--- src/hw/cpuTypesPkg.sv ---
package cpuTypesPkg;

    typedef logic [31:0] word;
    typedef logic [29:0] wordAddress;   // byte address without bits 1:0
    typedef logic [4:0]  regIndex;

    // where a bypass mux takes its operand from
    typedef enum logic [1:0] {
        fwdRegister  = 2'd0,
        fwdMemory    = 2'd1,
        fwdWriteback = 2'd2
    } fwdSel;

    // shared by the decode and execute bypass muxes
    function automatic word selectOperand(
        input fwdSel select,
        input word   regValue,
        input word   memValue,
        input word   wbValue
    );
        case (select)
            fwdMemory:    return memValue;
            fwdWriteback: return wbValue;
            default:      return regValue;
        endcase
    endfunction

endpackage

--- src/hw/isaPkg.sv ---
package isaPkg;

    localparam int opcodeLsb   = 26;
    localparam int rsLsb       = 21;
    localparam int rtLsb       = 16;
    localparam int rdLsb       = 11;
    localparam int shamtLsb    = 6;
    localparam int functLsb    = 0;
    localparam int immWidth    = 16;
    localparam int targetWidth = 26;   // jump target field

    typedef enum logic [5:0] {
        opSpecial = 6'h00,   // register type, see functCode
        opJump    = 6'h02,
        opBeq     = 6'h04,
        opBne     = 6'h05,
        opAddiu   = 6'h09,
        opSlti    = 6'h0a,
        opAndi    = 6'h0c,
        opOri     = 6'h0d,
        opLui     = 6'h0f,
        opLw      = 6'h23,
        opSw      = 6'h2b
    } opcode;

    typedef enum logic [5:0] {
        fnSll  = 6'h00,
        fnSrl  = 6'h02,
        fnAddu = 6'h21,
        fnSubu = 6'h23,
        fnAnd  = 6'h24,
        fnOr   = 6'h25,
        fnXor  = 6'h26,
        fnSlt  = 6'h2a
    } functCode;

    typedef enum logic [3:0] {
        aluAdd,
        aluSub,
        aluAnd,
        aluOr,
        aluXor,
        aluSlt,
        aluSll,
        aluSrl,
        aluLui
    } aluOp;

    typedef enum logic [1:0] {
        pcSequential,
        pcJump,
        pcBranch
    } nextPcSel;

endpackage

--- src/hw/pipelineControl.sv ---
`timescale 1ns/1ps

module pipelineControl
    import cpuTypesPkg::*;
    import isaPkg::*;
(
    input  logic     clock,
    input  logic     reset,
    input  word      decodeInstruction,
    input  logic     branchEqual,
    input  regIndex  exDest,
    input  regIndex  memDest,
    input  regIndex  wbDest,
    input  logic     exRegWrite,
    input  logic     exMemRead,
    input  logic     memRegWrite,
    input  logic     memLoad,       // load sitting in the memory stage
    input  logic     wbRegWrite,
    input  logic     memoryStall,
    output aluOp     aluOperation,
    output logic     useImmediate,
    output logic     zeroExtend,
    output logic     writeRt,
    output logic     regWrite,
    output logic     memRead,
    output logic     memWrite,
    output fwdSel    decodeFwdA,
    output fwdSel    decodeFwdB,
    output fwdSel    executeFwdA,
    output fwdSel    executeFwdB,
    output nextPcSel pcSelect,
    output logic     fetchStall,
    output logic     bubble
);

    opcode    op;
    functCode funct;
    regIndex  rs;
    regIndex  rt;
    regIndex  exRs;
    regIndex  exRt;
    logic     isBranch;
    logic     usesRs;
    logic     usesRt;
    logic     loadUse;
    logic     branchWait;

    function automatic fwdSel pickSource(
        input regIndex src,
        input logic    memHit,
        input logic    wbHit
    );
        if (src == 5'd0) return fwdRegister;   // r0 is never bypassed
        if (memHit) return fwdMemory;          // youngest result wins
        if (wbHit) return fwdWriteback;
        return fwdRegister;
    endfunction

    assign op    = opcode'(decodeInstruction[opcodeLsb +: 6]);
    assign funct = functCode'(decodeInstruction[functLsb +: 6]);
    assign rs    = decodeInstruction[rsLsb +: 5];
    assign rt    = decodeInstruction[rtLsb +: 5];

    always_comb begin
        aluOperation = aluAdd;
        useImmediate = 1'b0;
        zeroExtend   = 1'b0;
        writeRt      = 1'b0;
        regWrite     = 1'b0;
        memRead      = 1'b0;
        memWrite     = 1'b0;
        isBranch     = 1'b0;
        usesRs       = 1'b1;
        usesRt       = 1'b0;
        pcSelect     = pcSequential;
        case (op)
            opSpecial: begin
                usesRt   = 1'b1;
                regWrite = 1'b1;
                case (funct)
                    fnAddu:  aluOperation = aluAdd;
                    fnSubu:  aluOperation = aluSub;
                    fnAnd:   aluOperation = aluAnd;
                    fnOr:    aluOperation = aluOr;
                    fnXor:   aluOperation = aluXor;
                    fnSlt:   aluOperation = aluSlt;
                    fnSll:   aluOperation = aluSll;
                    fnSrl:   aluOperation = aluSrl;
                    default: regWrite = 1'b0;   // unknown function runs as a no-op
                endcase
            end
            opAddiu, opSlti, opAndi, opOri, opLui, opLw: begin
                useImmediate = 1'b1;
                writeRt      = 1'b1;
                regWrite     = 1'b1;
                memRead      = (op == opLw);
                zeroExtend   = (op == opAndi) || (op == opOri);
                usesRs       = (op != opLui);
                case (op)
                    opSlti:  aluOperation = aluSlt;
                    opAndi:  aluOperation = aluAnd;
                    opOri:   aluOperation = aluOr;
                    opLui:   aluOperation = aluLui;
                    default: aluOperation = aluAdd;
                endcase
            end
            opSw: begin
                useImmediate = 1'b1;
                usesRt       = 1'b1;
                memWrite     = 1'b1;
            end
            opBeq, opBne: begin
                usesRt   = 1'b1;
                isBranch = 1'b1;
                if (branchEqual == (op == opBeq))   // beq on equal, bne otherwise
                    pcSelect = pcBranch;
            end
            opJump: begin
                usesRs   = 1'b0;
                pcSelect = pcJump;
            end
            default: usesRs = 1'b0;   // unknown opcode
        endcase
    end

    // a load in execute cannot feed the next instruction in time
    assign loadUse = exMemRead && exDest != 5'd0
                     && ((usesRs && exDest == rs) || (usesRt && exDest == rt));

    // branches compare in decode, so they wait for execute results and loads
    assign branchWait = isBranch
        && ((exRegWrite && exDest != 5'd0 && (exDest == rs || exDest == rt))
            || (memLoad && memDest != 5'd0 && (memDest == rs || memDest == rt)));

    assign fetchStall = loadUse || branchWait;
    assign bubble     = loadUse || branchWait;

    // writeback reaches decode through the register file bypass
    assign decodeFwdA = pickSource(rs, memRegWrite && !memLoad && memDest == rs, 1'b0);
    assign decodeFwdB = pickSource(rt, memRegWrite && !memLoad && memDest == rt, 1'b0);

    always_ff @(posedge clock or posedge reset) begin
        if (reset) begin
            exRs <= '0;
            exRt <= '0;
        end else if (!memoryStall) begin
            exRs <= bubble ? 5'd0 : rs;
            exRt <= bubble ? 5'd0 : rt;
        end
    end

    assign executeFwdA = pickSource(exRs, memRegWrite && memDest == exRs,
                                    wbRegWrite && wbDest == exRs);
    assign executeFwdB = pickSource(exRt, memRegWrite && memDest == exRt,
                                    wbRegWrite && wbDest == exRt);

endmodule

--- src/hw/fetchUnit.sv ---
`timescale 1ns/1ps

module fetchUnit
    import cpuTypesPkg::*;
    import isaPkg::*;
#(
    parameter word resetVector = '0
) (
    input  logic       clock,
    input  logic       reset,
    input  logic       fetchStall,
    input  logic       memoryStall,
    input  nextPcSel   pcSelect,
    input  fwdSel      decodeFwdA,
    input  fwdSel      decodeFwdB,
    input  word        rfA,
    input  word        rfB,
    input  word        memAluResult,
    input  word        wbData,
    input  word        instData,
    output wordAddress instAddress,
    output word        decodeInstruction,
    output word        decodePcPlus4,
    output word        decodeA,
    output word        decodeB,
    output logic       branchEqual
);

    word  pc;
    word  pcPlus4;
    word  nextPc;
    word  branchOffset;
    word  branchTarget;
    word  jumpTarget;
    logic advance;

    assign advance     = !(fetchStall || memoryStall);
    assign pcPlus4     = pc + 32'd4;
    assign instAddress = pc[31:2];

    assign decodeA     = selectOperand(decodeFwdA, rfA, memAluResult, wbData);
    assign decodeB     = selectOperand(decodeFwdB, rfB, memAluResult, wbData);
    assign branchEqual = (decodeA == decodeB);

    // both targets are taken relative to the delay slot address
    assign branchOffset = {{(30 - immWidth){decodeInstruction[immWidth - 1]}},
                           decodeInstruction[immWidth - 1:0], 2'b00};
    assign branchTarget = decodePcPlus4 + branchOffset;
    assign jumpTarget   = {decodePcPlus4[31:28], decodeInstruction[targetWidth - 1:0], 2'b00};

    always_comb begin
        case (pcSelect)
            pcJump:   nextPc = jumpTarget;
            pcBranch: nextPc = branchTarget;
            default:  nextPc = pcPlus4;
        endcase
    end

    always_ff @(posedge clock or posedge reset) begin
        if (reset) begin
            pc                <= resetVector;
            decodeInstruction <= '0;   // sll r0 acts as a no-op
        end else if (advance) begin
            pc                <= nextPc;
            decodeInstruction <= instData;
        end
    end

    always_ff @(posedge clock) begin
        if (advance)
            decodePcPlus4 <= pcPlus4;
    end

endmodule

--- src/hw/registerFile.sv ---
`timescale 1ns/1ps

module registerFile
    import cpuTypesPkg::*;
(
    input  logic    clock,
    input  logic    reset,
    input  regIndex readA,
    input  regIndex readB,
    input  regIndex writeIndex,
    input  logic    writeEnable,
    input  word     writeData,
    output word     dataA,
    output word     dataB
);

    word regs [0:31];
    logic writeLive;

    assign writeLive = writeEnable && writeIndex != 5'd0;   // r0 is never written

    always_ff @(posedge clock or posedge reset) begin
        if (reset) begin
            for (int i = 0; i < 32; i++)
                regs[i] <= '0;
        end else if (writeLive) begin
            regs[writeIndex] <= writeData;
        end
    end

    // same-cycle write shows up on the read ports
    assign dataA = (writeLive && writeIndex == readA) ? writeData : regs[readA];
    assign dataB = (writeLive && writeIndex == readB) ? writeData : regs[readB];

endmodule

--- src/hw/executeUnit.sv ---
`timescale 1ns/1ps

module executeUnit
    import cpuTypesPkg::*;
    import isaPkg::*;
(
    input  logic    clock,
    input  logic    reset,
    input  logic    memoryStall,
    input  logic    bubble,
    input  aluOp    aluOperation,
    input  logic    useImmediate,
    input  logic    zeroExtend,
    input  logic    writeRt,
    input  logic    regWrite,
    input  logic    decodeMemRead,
    input  logic    decodeMemWrite,
    input  word     decodeA,
    input  word     decodeB,
    input  word     decodeInstruction,
    input  fwdSel   executeFwdA,
    input  fwdSel   executeFwdB,
    input  word     wbData,
    output regIndex exDest,
    output logic    exRegWrite,
    output logic    exMemRead,
    output word     memAluResult,   // also the memory-stage bypass value
    output word     memStoreData,
    output regIndex memDest,
    output logic    memRegWrite,
    output logic    memRead,
    output logic    memWrite
);

    aluOp       exAluOp;
    logic       exUseImm;
    logic       exZeroExt;
    logic       exWriteRt;
    logic       exMemWrite;
    word        exA;
    word        exB;
    word        exInstruction;
    word        operandA;
    word        operandB;
    word        immValue;
    word        aluB;
    word        aluResult;
    logic [4:0] shamt;

    always_ff @(posedge clock or posedge reset) begin
        if (reset) begin
            exAluOp    <= aluAdd;
            exUseImm   <= 1'b0;
            exZeroExt  <= 1'b0;
            exWriteRt  <= 1'b0;
            exRegWrite <= 1'b0;
            exMemRead  <= 1'b0;
            exMemWrite <= 1'b0;
        end else if (!memoryStall) begin
            exAluOp    <= aluOperation;
            exUseImm   <= useImmediate;
            exZeroExt  <= zeroExtend;
            exWriteRt  <= writeRt;
            exRegWrite <= regWrite && !bubble;   // a bubble changes no state
            exMemRead  <= decodeMemRead && !bubble;
            exMemWrite <= decodeMemWrite && !bubble;
        end
    end

    always_ff @(posedge clock) begin
        if (!memoryStall) begin
            exA           <= decodeA;
            exB           <= decodeB;
            exInstruction <= decodeInstruction;
        end
    end

    assign operandA = selectOperand(executeFwdA, exA, memAluResult, wbData);
    assign operandB = selectOperand(executeFwdB, exB, memAluResult, wbData);

    assign immValue = exZeroExt
        ? {{(32 - immWidth){1'b0}}, exInstruction[immWidth - 1:0]}
        : {{(32 - immWidth){exInstruction[immWidth - 1]}}, exInstruction[immWidth - 1:0]};
    assign aluB     = exUseImm ? immValue : operandB;
    assign shamt    = exInstruction[shamtLsb +: 5];
    assign exDest   = exWriteRt ? exInstruction[rtLsb +: 5] : exInstruction[rdLsb +: 5];

    always_comb begin
        case (exAluOp)
            aluSub:  aluResult = operandA - aluB;
            aluAnd:  aluResult = operandA & aluB;
            aluOr:   aluResult = operandA | aluB;
            aluXor:  aluResult = operandA ^ aluB;
            aluSlt:  aluResult = {31'd0, $signed(operandA) < $signed(aluB)};
            aluSll:  aluResult = aluB << shamt;   // shifts work on rt
            aluSrl:  aluResult = aluB >> shamt;
            aluLui:  aluResult = {aluB[15:0], 16'd0};
            default: aluResult = operandA + aluB;
        endcase
    end

    always_ff @(posedge clock or posedge reset) begin
        if (reset) begin
            memRegWrite <= 1'b0;
            memRead     <= 1'b0;
            memWrite    <= 1'b0;
        end else if (!memoryStall) begin
            memRegWrite <= exRegWrite;
            memRead     <= exMemRead;
            memWrite    <= exMemWrite;
        end
    end

    always_ff @(posedge clock) begin
        if (!memoryStall) begin
            memAluResult <= aluResult;
            memStoreData <= operandB;   // bypassed rt for stores
            memDest      <= exDest;
        end
    end

endmodule

--- src/hw/memoryAccess.sv ---
`timescale 1ns/1ps

module memoryAccess
    import cpuTypesPkg::*;
(
    input  logic       clock,
    input  logic       reset,
    input  word        memAluResult,
    input  word        memStoreData,
    input  regIndex    memDest,
    input  logic       memRegWrite,
    input  logic       memRead,
    input  logic       memWrite,
    output wordAddress dataAddress,
    output word        dataWriteData,
    output logic       dataRead,
    output logic       dataWrite,
    input  word        dataReadData,
    input  logic       dataReady,
    output logic       memoryStall,
    output regIndex    wbDest,
    output logic       wbRegWrite,      // bypass qualifier
    output logic       wbWriteEnable,   // register file write, once per instruction
    output word        wbData
);

    logic frozenLast;   // writeback already wrote during the previous frozen cycle

    // the execute-to-memory register holds the request steady until ready
    assign dataAddress   = memAluResult[31:2];
    assign dataWriteData = memStoreData;
    assign dataRead      = memRead;
    assign dataWrite     = memWrite;
    assign memoryStall   = (memRead || memWrite) && !dataReady;

    always_ff @(posedge clock or posedge reset) begin
        if (reset) begin
            wbRegWrite <= 1'b0;
            frozenLast <= 1'b0;
        end else begin
            frozenLast <= memoryStall;
            if (!memoryStall)
                wbRegWrite <= memRegWrite;
        end
    end

    always_ff @(posedge clock) begin
        if (!memoryStall) begin
            wbDest <= memDest;
            wbData <= memRead ? dataReadData : memAluResult;   // load data on the ready cycle
        end
    end

    assign wbWriteEnable = wbRegWrite && !frozenLast;

endmodule

--- src/hw/mipsCore.sv ---
`timescale 1ns/1ps

module mipsCore
    import cpuTypesPkg::*;
    import isaPkg::*;
#(
    parameter word resetVector = '0
) (
    input  logic       clock,
    input  logic       reset,
    output wordAddress instAddress,
    input  word        instData,
    output wordAddress dataAddress,
    output word        dataWriteData,
    output logic       dataRead,
    output logic       dataWrite,
    input  word        dataReadData,
    input  logic       dataReady
);

    word      decodeInstruction;
    word      decodeA;
    word      decodeB;
    word      rfA;
    word      rfB;
    word      memAluResult;
    word      memStoreData;
    word      wbData;
    logic     branchEqual;
    logic     fetchStall;
    logic     bubble;
    logic     memoryStall;
    aluOp     aluOperation;
    logic     useImmediate;
    logic     zeroExtend;
    logic     writeRt;
    logic     regWrite;
    logic     decodeMemRead;    // decoded, still in decode
    logic     decodeMemWrite;
    fwdSel    decodeFwdA;
    fwdSel    decodeFwdB;
    fwdSel    executeFwdA;
    fwdSel    executeFwdB;
    nextPcSel pcSelect;
    regIndex  exDest;
    regIndex  memDest;
    regIndex  wbDest;
    logic     exRegWrite;
    logic     exMemRead;
    logic     memRegWrite;
    logic     memRead;
    logic     memWrite;
    logic     wbRegWrite;
    logic     wbWriteEnable;

    pipelineControl control (
        .clock,
        .reset,
        .decodeInstruction,
        .branchEqual,
        .exDest,
        .memDest,
        .wbDest,
        .exRegWrite,
        .exMemRead,
        .memRegWrite,
        .memLoad      (memRead),
        .wbRegWrite,
        .memoryStall,
        .aluOperation,
        .useImmediate,
        .zeroExtend,
        .writeRt,
        .regWrite,
        .memRead      (decodeMemRead),
        .memWrite     (decodeMemWrite),
        .decodeFwdA,
        .decodeFwdB,
        .executeFwdA,
        .executeFwdB,
        .pcSelect,
        .fetchStall,
        .bubble
    );

    fetchUnit #(
        .resetVector (resetVector)
    ) fetch (
        .clock,
        .reset,
        .fetchStall,
        .memoryStall,
        .pcSelect,
        .decodeFwdA,
        .decodeFwdB,
        .rfA,
        .rfB,
        .memAluResult,
        .wbData,
        .instData,
        .instAddress,
        .decodeInstruction,
        .decodePcPlus4 (),
        .decodeA,
        .decodeB,
        .branchEqual
    );

    registerFile regFile (
        .clock,
        .reset,
        .readA       (decodeInstruction[rsLsb +: 5]),
        .readB       (decodeInstruction[rtLsb +: 5]),
        .writeIndex  (wbDest),
        .writeEnable (wbWriteEnable),
        .writeData   (wbData),
        .dataA       (rfA),
        .dataB       (rfB)
    );

    executeUnit execute (
        .clock,
        .reset,
        .memoryStall,
        .bubble,
        .aluOperation,
        .useImmediate,
        .zeroExtend,
        .writeRt,
        .regWrite,
        .decodeMemRead,
        .decodeMemWrite,
        .decodeA,
        .decodeB,
        .decodeInstruction,
        .executeFwdA,
        .executeFwdB,
        .wbData,
        .exDest,
        .exRegWrite,
        .exMemRead,
        .memAluResult,
        .memStoreData,
        .memDest,
        .memRegWrite,
        .memRead,
        .memWrite
    );

    memoryAccess memory (
        .clock,
        .reset,
        .memAluResult,
        .memStoreData,
        .memDest,
        .memRegWrite,
        .memRead,
        .memWrite,
        .dataAddress,
        .dataWriteData,
        .dataRead,
        .dataWrite,
        .dataReadData,
        .dataReady,
        .memoryStall,
        .wbDest,
        .wbRegWrite,
        .wbWriteEnable,
        .wbData
    );

endmodule

--- config.mk ---
export PLATFORM = sky130hd
export DESIGN_NAME = mipsCore
export DESIGN_NICKNAME = d
export VERILOG_FILES = /design/src/hw/cpuTypesPkg.sv /design/src/hw/isaPkg.sv /design/src/hw/pipelineControl.sv /design/src/hw/fetchUnit.sv /design/src/hw/registerFile.sv /design/src/hw/executeUnit.sv /design/src/hw/memoryAccess.sv /design/src/hw/mipsCore.sv
export SDC_FILE = /design/constraint.sdc
export NUM_CORES = 2
export LEC_CHECK = 0
export ABC_AREA = 1
export ABC_CLOCK_PERIOD_IN_PS = 51100
export BUFFER_PORTS_ARGS = -buffer_cell sky130_fd_sc_hd__buf_2
export CELL_PAD_IN_SITES_DETAIL_PLACEMENT = 1
export CELL_PAD_IN_SITES_GLOBAL_PLACEMENT = 1
export CORE_ASPECT_RATIO = 0.9
export CORE_MARGIN = 4
export CORE_UTILIZATION = 47
export DETAILED_ROUTE_END_ITERATION = 16
export HOLD_SLACK_MARGIN = 0.12
export PLACE_DENSITY_LB_ADDON = 0.25
export SETUP_SLACK_MARGIN = 0.15
export SYNTH_ARGS = -nofsm -noshare
export SYNTH_HDL_FRONTEND = slang
export SYNTH_SLANG_ARGS = --single-unit
--- constraint.sdc ---
create_clock -name clock -period 51.1 [get_ports clock]
set_input_delay 12.775 -clock clock [delete_from_list [all_inputs] [get_ports clock]]
set_output_delay 12.775 -clock clock [all_outputs]
set_load 0.02 [all_outputs]
**Yosys cells after proc, flatten, opt, wreduce, memory -nomap -nowiden**

Index checks and enable logic that the tools add are counted.

- Add/subtract/negate cells: 4
- $mul: 0
- Divide/modulo/power cells: 0
- Order comparisons: 5
- Equal/unequal tests: 48
- Shift-type cells: 2
- Muxes and demuxes: 76
- Bitwise operators: 6
- Reductions and logical operators: 51

Operators with widths:

| operator | count |
|---|---|
| $bwmux W1024 | 1 |
| $bmux W32 S5 | 2 |
| $mux W32 | 10 |
| $pmux W32 S2 | 5 |
| $pmux W32 S8 | 1 |
| $demux W32 S5 | 1 |
| $add A32 B32 Y32 | 2 |
| $eq A5 B5 Y1 | 10 |
| $eq A6 B6 Y1 const B | 8 |
| $mux W2 | 21 |
| $add A32 B3 Y32 const B | 1 |
| $and A32 B32 Y32 | 1 |
| $eq A32 B32 Y1 | 1 |
| $lt A32 B32 Y1 | 1 |
| $or A32 B32 Y32 | 1 |
| $shl A32 B5 Y32 | 1 |
| $shr A32 B5 Y32 | 1 |
| $sub A32 B32 Y32 | 1 |
| $xor A32 B32 Y32 | 1 |
| $eq A6 B4 Y1 const B | 5 |
| $mux W1 | 26 |
| $logic_and A1 B1 Y1 | 25 |
| $pmux W3 S7 | 1 |
| $logic_not A5 Y1 | 4 |
| 27 further kinds | 61 |

- Flip-flop bits (word level): 1,336
- Bits in latches: 0
- Memory bits (writable): 0
- Bits in read-only memories: 0
- Input port bits: 67
- Output and inout port bits: 94
- Word-level logic and storage cells: 249
- Memories: 0

**Logic depth before layout (Yosys ltp)**

- Word-level depth: 15
- Mapped depth: 32
- Gate-level depth less buffers: 31

**Cells and area by module**

From an unflattened synthesis, not the netlist that was laid out.

- Cells, all modules: 12,673
- Area, all modules: 86,203.9 um2

By module, submodules not included:

| module | instances | cells each | area an instance (um2) | seq. area each (um2) |
|---|---|---|---|---|
| registerFile | 1 | 8,350 | 57,104.8 | 25,624.6 |
| executeUnit | 1 | 2,358 | 16,276.9 | 4,949.7 |
| fetchUnit | 1 | 1,449 | 9,011.1 | 2,562.5 |
| memoryAccess | 1 | 218 | 2,170.8 | 1,161.1 |
| pipelineControl | 1 | 298 | 1,640.3 | 250.2 |

**Worst setup path before layout**

OpenSTA, ideal clock, no wires.

- Kind: input to register
- Start: input dataReady
- End: register execute.exA[0] (enable)
- Library setup time: 0.630 ns
- Data arrival time: 18.413 ns
- Data required time: 50.470 ns
- Slack: 32.057 ns
- Stages on the path: 5
- Path buffers: 1
- Path through: inv_1 > nand2_1 > nand2_1 > clkinv_1 > clkbuf_1

- Cells in the longest elaborated chain, start to end: 2

Ends and longest elaborated chain:

| item | line | source |
|---|---|---|
| from (decl) | mipsCore.sv:18 | `input logic dataReady` |
| $logic_not A1 Y1 | memoryAccess.sv:34 | `assign memoryStall = (memRead \|\| memWrite) && !dataReady;` |
| $logic_and A1 B1 Y1 | memoryAccess.sv:34 |  |
| to (signal assigned) | executeUnit.sv:72 | `exA <= decodeA;` |
| to (decl) | executeUnit.sv:40 | `word exA;` |

No other way between the ends.
A chain may end at the register's enable or synchronous reset.

==> run summary <==
largest family of logic cells by synthesized area = simple AND/OR/NAND/NOR gates
# resized after CTS = 0
crit path from = reset
first-pass GRT wire length = 589 mm
cells along the critical path = buf_2, inv_8, buf_4, buf_4, buf_4
Syn Nets = 12200
actual slew at the worst max-slew pin = 1340 ps
CP Buf/Inv Count = 5
Setup Fix Bufs, Post-CTS = 0
main flop type after synthesis = dfrtp_1
ranking of synthesized cells by area = dfrtp_1 33%, nand2_1 16%, nand3_1 8.7%, edfxtp_1 7.9%, o21ai_0 7.4%
CP endpoint kind = async pin
initial antenna violation count = 9
most frequent CP cell = buf_4
layout cells sized above 1 = 6.38%
CTS tree = built
max-cap violation count = 0
top cells by count, synth = 3603 x nand2_1, 1468 x nand3_1, 1249 x o21ai_0, 1111 x dfrtp_1, 1083 x inv_1
Fillers = 22800
Sink Count = 1332
TritonCTS Buffers = 155
Post-Synth Adder-Cell Area = 2.03%
Worst Hold Launch = regFile.regs[1021]
Worst path slowest cell = buf_4
Total GRT Usage = 41.9%
number of synthesized flops with an enable pin = 221
Post-CTS Hold Buffers = 0
crit path kind = input port to async pin
Seq. cell area = 0.0345 mm2
slowest cell delay on critical path = 910 ps
Synth async-reset ratio = 83.4%
setup TNS = 0 ps
area of the die = 0.186 mm2
outcome = finished, final reports clean
clk_skew = 28.8 ps
post-synthesis mux area share = 0.107%
# nets final = 11800
Worst Path Max Fanout = 112
Cell Rows = 147
Crit path max-delay family = buffers and inverters
FF-to-FF Start = fetch.decodeInstruction[16]
Initial Util = 47.2%
Leakage = 42.1 nW
detail-routed net length per standard cell = 28.3 um
setup ws final = 35680 ps
number of global-route vias before repair = 90500
CTS H-tree lvls = 4
Seq cells post-synth = 1332
Initial DRC Count = 10400
syn_area_per_cell = 6.98 um2
Syn-to-layout area delta = 7.64%
Critical Path Source Type = input port
Critical Path AT = 16270 ps
final hold vios = 0
Die H = 409 um
most frequent cell after synthesis = nand2_1
die span in x = 454 um
Synth Area in Simple Gates = 28.9%
Clock Tree Root = clkbuf_16
Final HPWL DP = 252 mm
Core Area = 0.178 mm2
area of the multi-input gates = 0.0412 mm2
Clock transition at path regs = 60 ps
routability cong. = 1.04
Slew HR = 10.4%
Pre-Repair DR Iteration Count = 9
Tmin final = 15420 ps
largest net degree at the start of global routing = 194
Final Slew Violations = 0
# setup viols final = 0
grt ovf = 0
Yosys cell types = 63
port bufs = 160
PwrDens = 50.4 mW/mm2
Routed WL = 398 mm
top cell type's share of synthesized area = 33.1%
Final period util = 30.2%
via density per instance = 6.33
Max IR drop VDD = 43.7 uV
Synth Area in XOR/XNOR = 0.823%
drt drc = 0
I/O pin count = 161
RSZ-0062 raised after global routing = false
number of synthesis warnings = 0
Cells after Synth = 12000
Synth Cell Area = 0.0841 mm2
pre-CTS WS = 34770 ps
leading area contributor after synthesis = dfrtp_1
clock latency on the worst-skew pair = 840 ps
CTS Buffer Depth = 3
register area share after synthesis = 40.9%
Fmax achieved = 0.0648 GHz
Synth Area in Compound Gates = 16.9%
Hold Path Class = flop to flop
post-route ant nets = 0
critical path data required time = 51950 ps
vias = 89300
[where the power goes]
part	switching [W]	internal (W)	leakage, nW
registers	0.000231	0.00139	17.4
clock network	0.000499	0.000680	2.58
logic	0.00129	0.000470	22.1
total	0.00201	0.00254	42.1
[sequential cells by signal (all words and copies together) (netlist names), 21 cells and up]
| signal | flops |
|---|---|
| fetch.pc | 30 |
| execute.exA | 32 |
| fetch.decodeInstruction | 32 |
| execute.exInstruction | 21 |
| execute.exB | 32 |
| regFile.regs | 1024 |
| memory.wbData | 32 |
| execute.memAluResult | 32 |
| execute.memStoreData | 32 |
| fetch.decodePcPlus4 | 30 |
[cell families (layout without fill, tap and decap cells)]
family / count (synthesis) / after routing
other: 0 / 7
and+or+nand+nor: 5865 / 5865
AOI/OAI and AO/OA: 2544 / 2544
adders and majority gates: 135 / 135
xor gates and xnor gates: 79 / 79
DFF: 1332 / 1332
muxes: 9 / 9
buffers and inverters: 2078 / 1744
[routing by layer]
| metal | part of all wire [%] | wire length [um] | global-route usage [%] |
|---|---|---|---|
| met1 | 40 | 158000 | 55.1 |
| met2 | 43 | 172000 | 62.9 |
| met3 | 10 | 40000 | 9.63 |
| met4 | 7.1 | 28300 | 25.6 |
| met5 | 0.0070 | 28 | 0 |
[worst paths after layout]
| check | cells after the start | slack [ps] | to |
|---|---|---|---|
| worst min-delay path | 0 | 380 | regFile.regs[1021] |
| min in group asynchronous | 2 | 12110 | regFile.regs[133] |
| worst max register to register | 25 | 42650 | fetch.pc[4] |
| max in group clock | 10 | 36150 | fetch.pc[29] |
| worst max-delay path | 5 | 35680 | regFile.regs[336] |
| worst min register to register | 0 | 380 | regFile.regs[1021] |
[metrics by stage]
stage	hold slack, ps	total power, W	util, %	instances	cell area (um2)
final	381	0.00456	50.8	14100	90500
after global routing	391	0.00478	50.8	14100	90500
after CTS	383	0.00451	50.8	14100	90500
after detailed placement	367	0.00332	47.8	13800	85300
after global placement	366	0.00325	47.8	13800	85300
after floorplan	420	0.00267	-	12000	84100
[final cells by class]
type                            instances  share of cell area [%]
Antenna cell                            7                  0.0193
Clock buffer                          235                    5.10
Clock inverter                         48                   0.695
Inverter                             1105                    4.65
Multi-Input combinational cell       8632                    45.5
Sequential cell                      1332                    38.1
Tap cell                             2384                    3.29
Timing Repair Buffer                  356                    2.62
[placed cells by master, fill, tap and decap left out, types with 159 or more instances in the layout]
master	netlist	layout
nand2_1	3603	3598
edfxtp_1	221	221
nand3_1	1468	1467
clkbuf_16	0	159
o21ai_0	1249	1247
inv_1	1083	1078
o211ai_1	348	348
nor2_1	632	605
dfrtp_1	1111	1100
buf_2	296	160
a21oi_1	687	687
buf_4	91	188
Power figures use the tool's default switching activity.
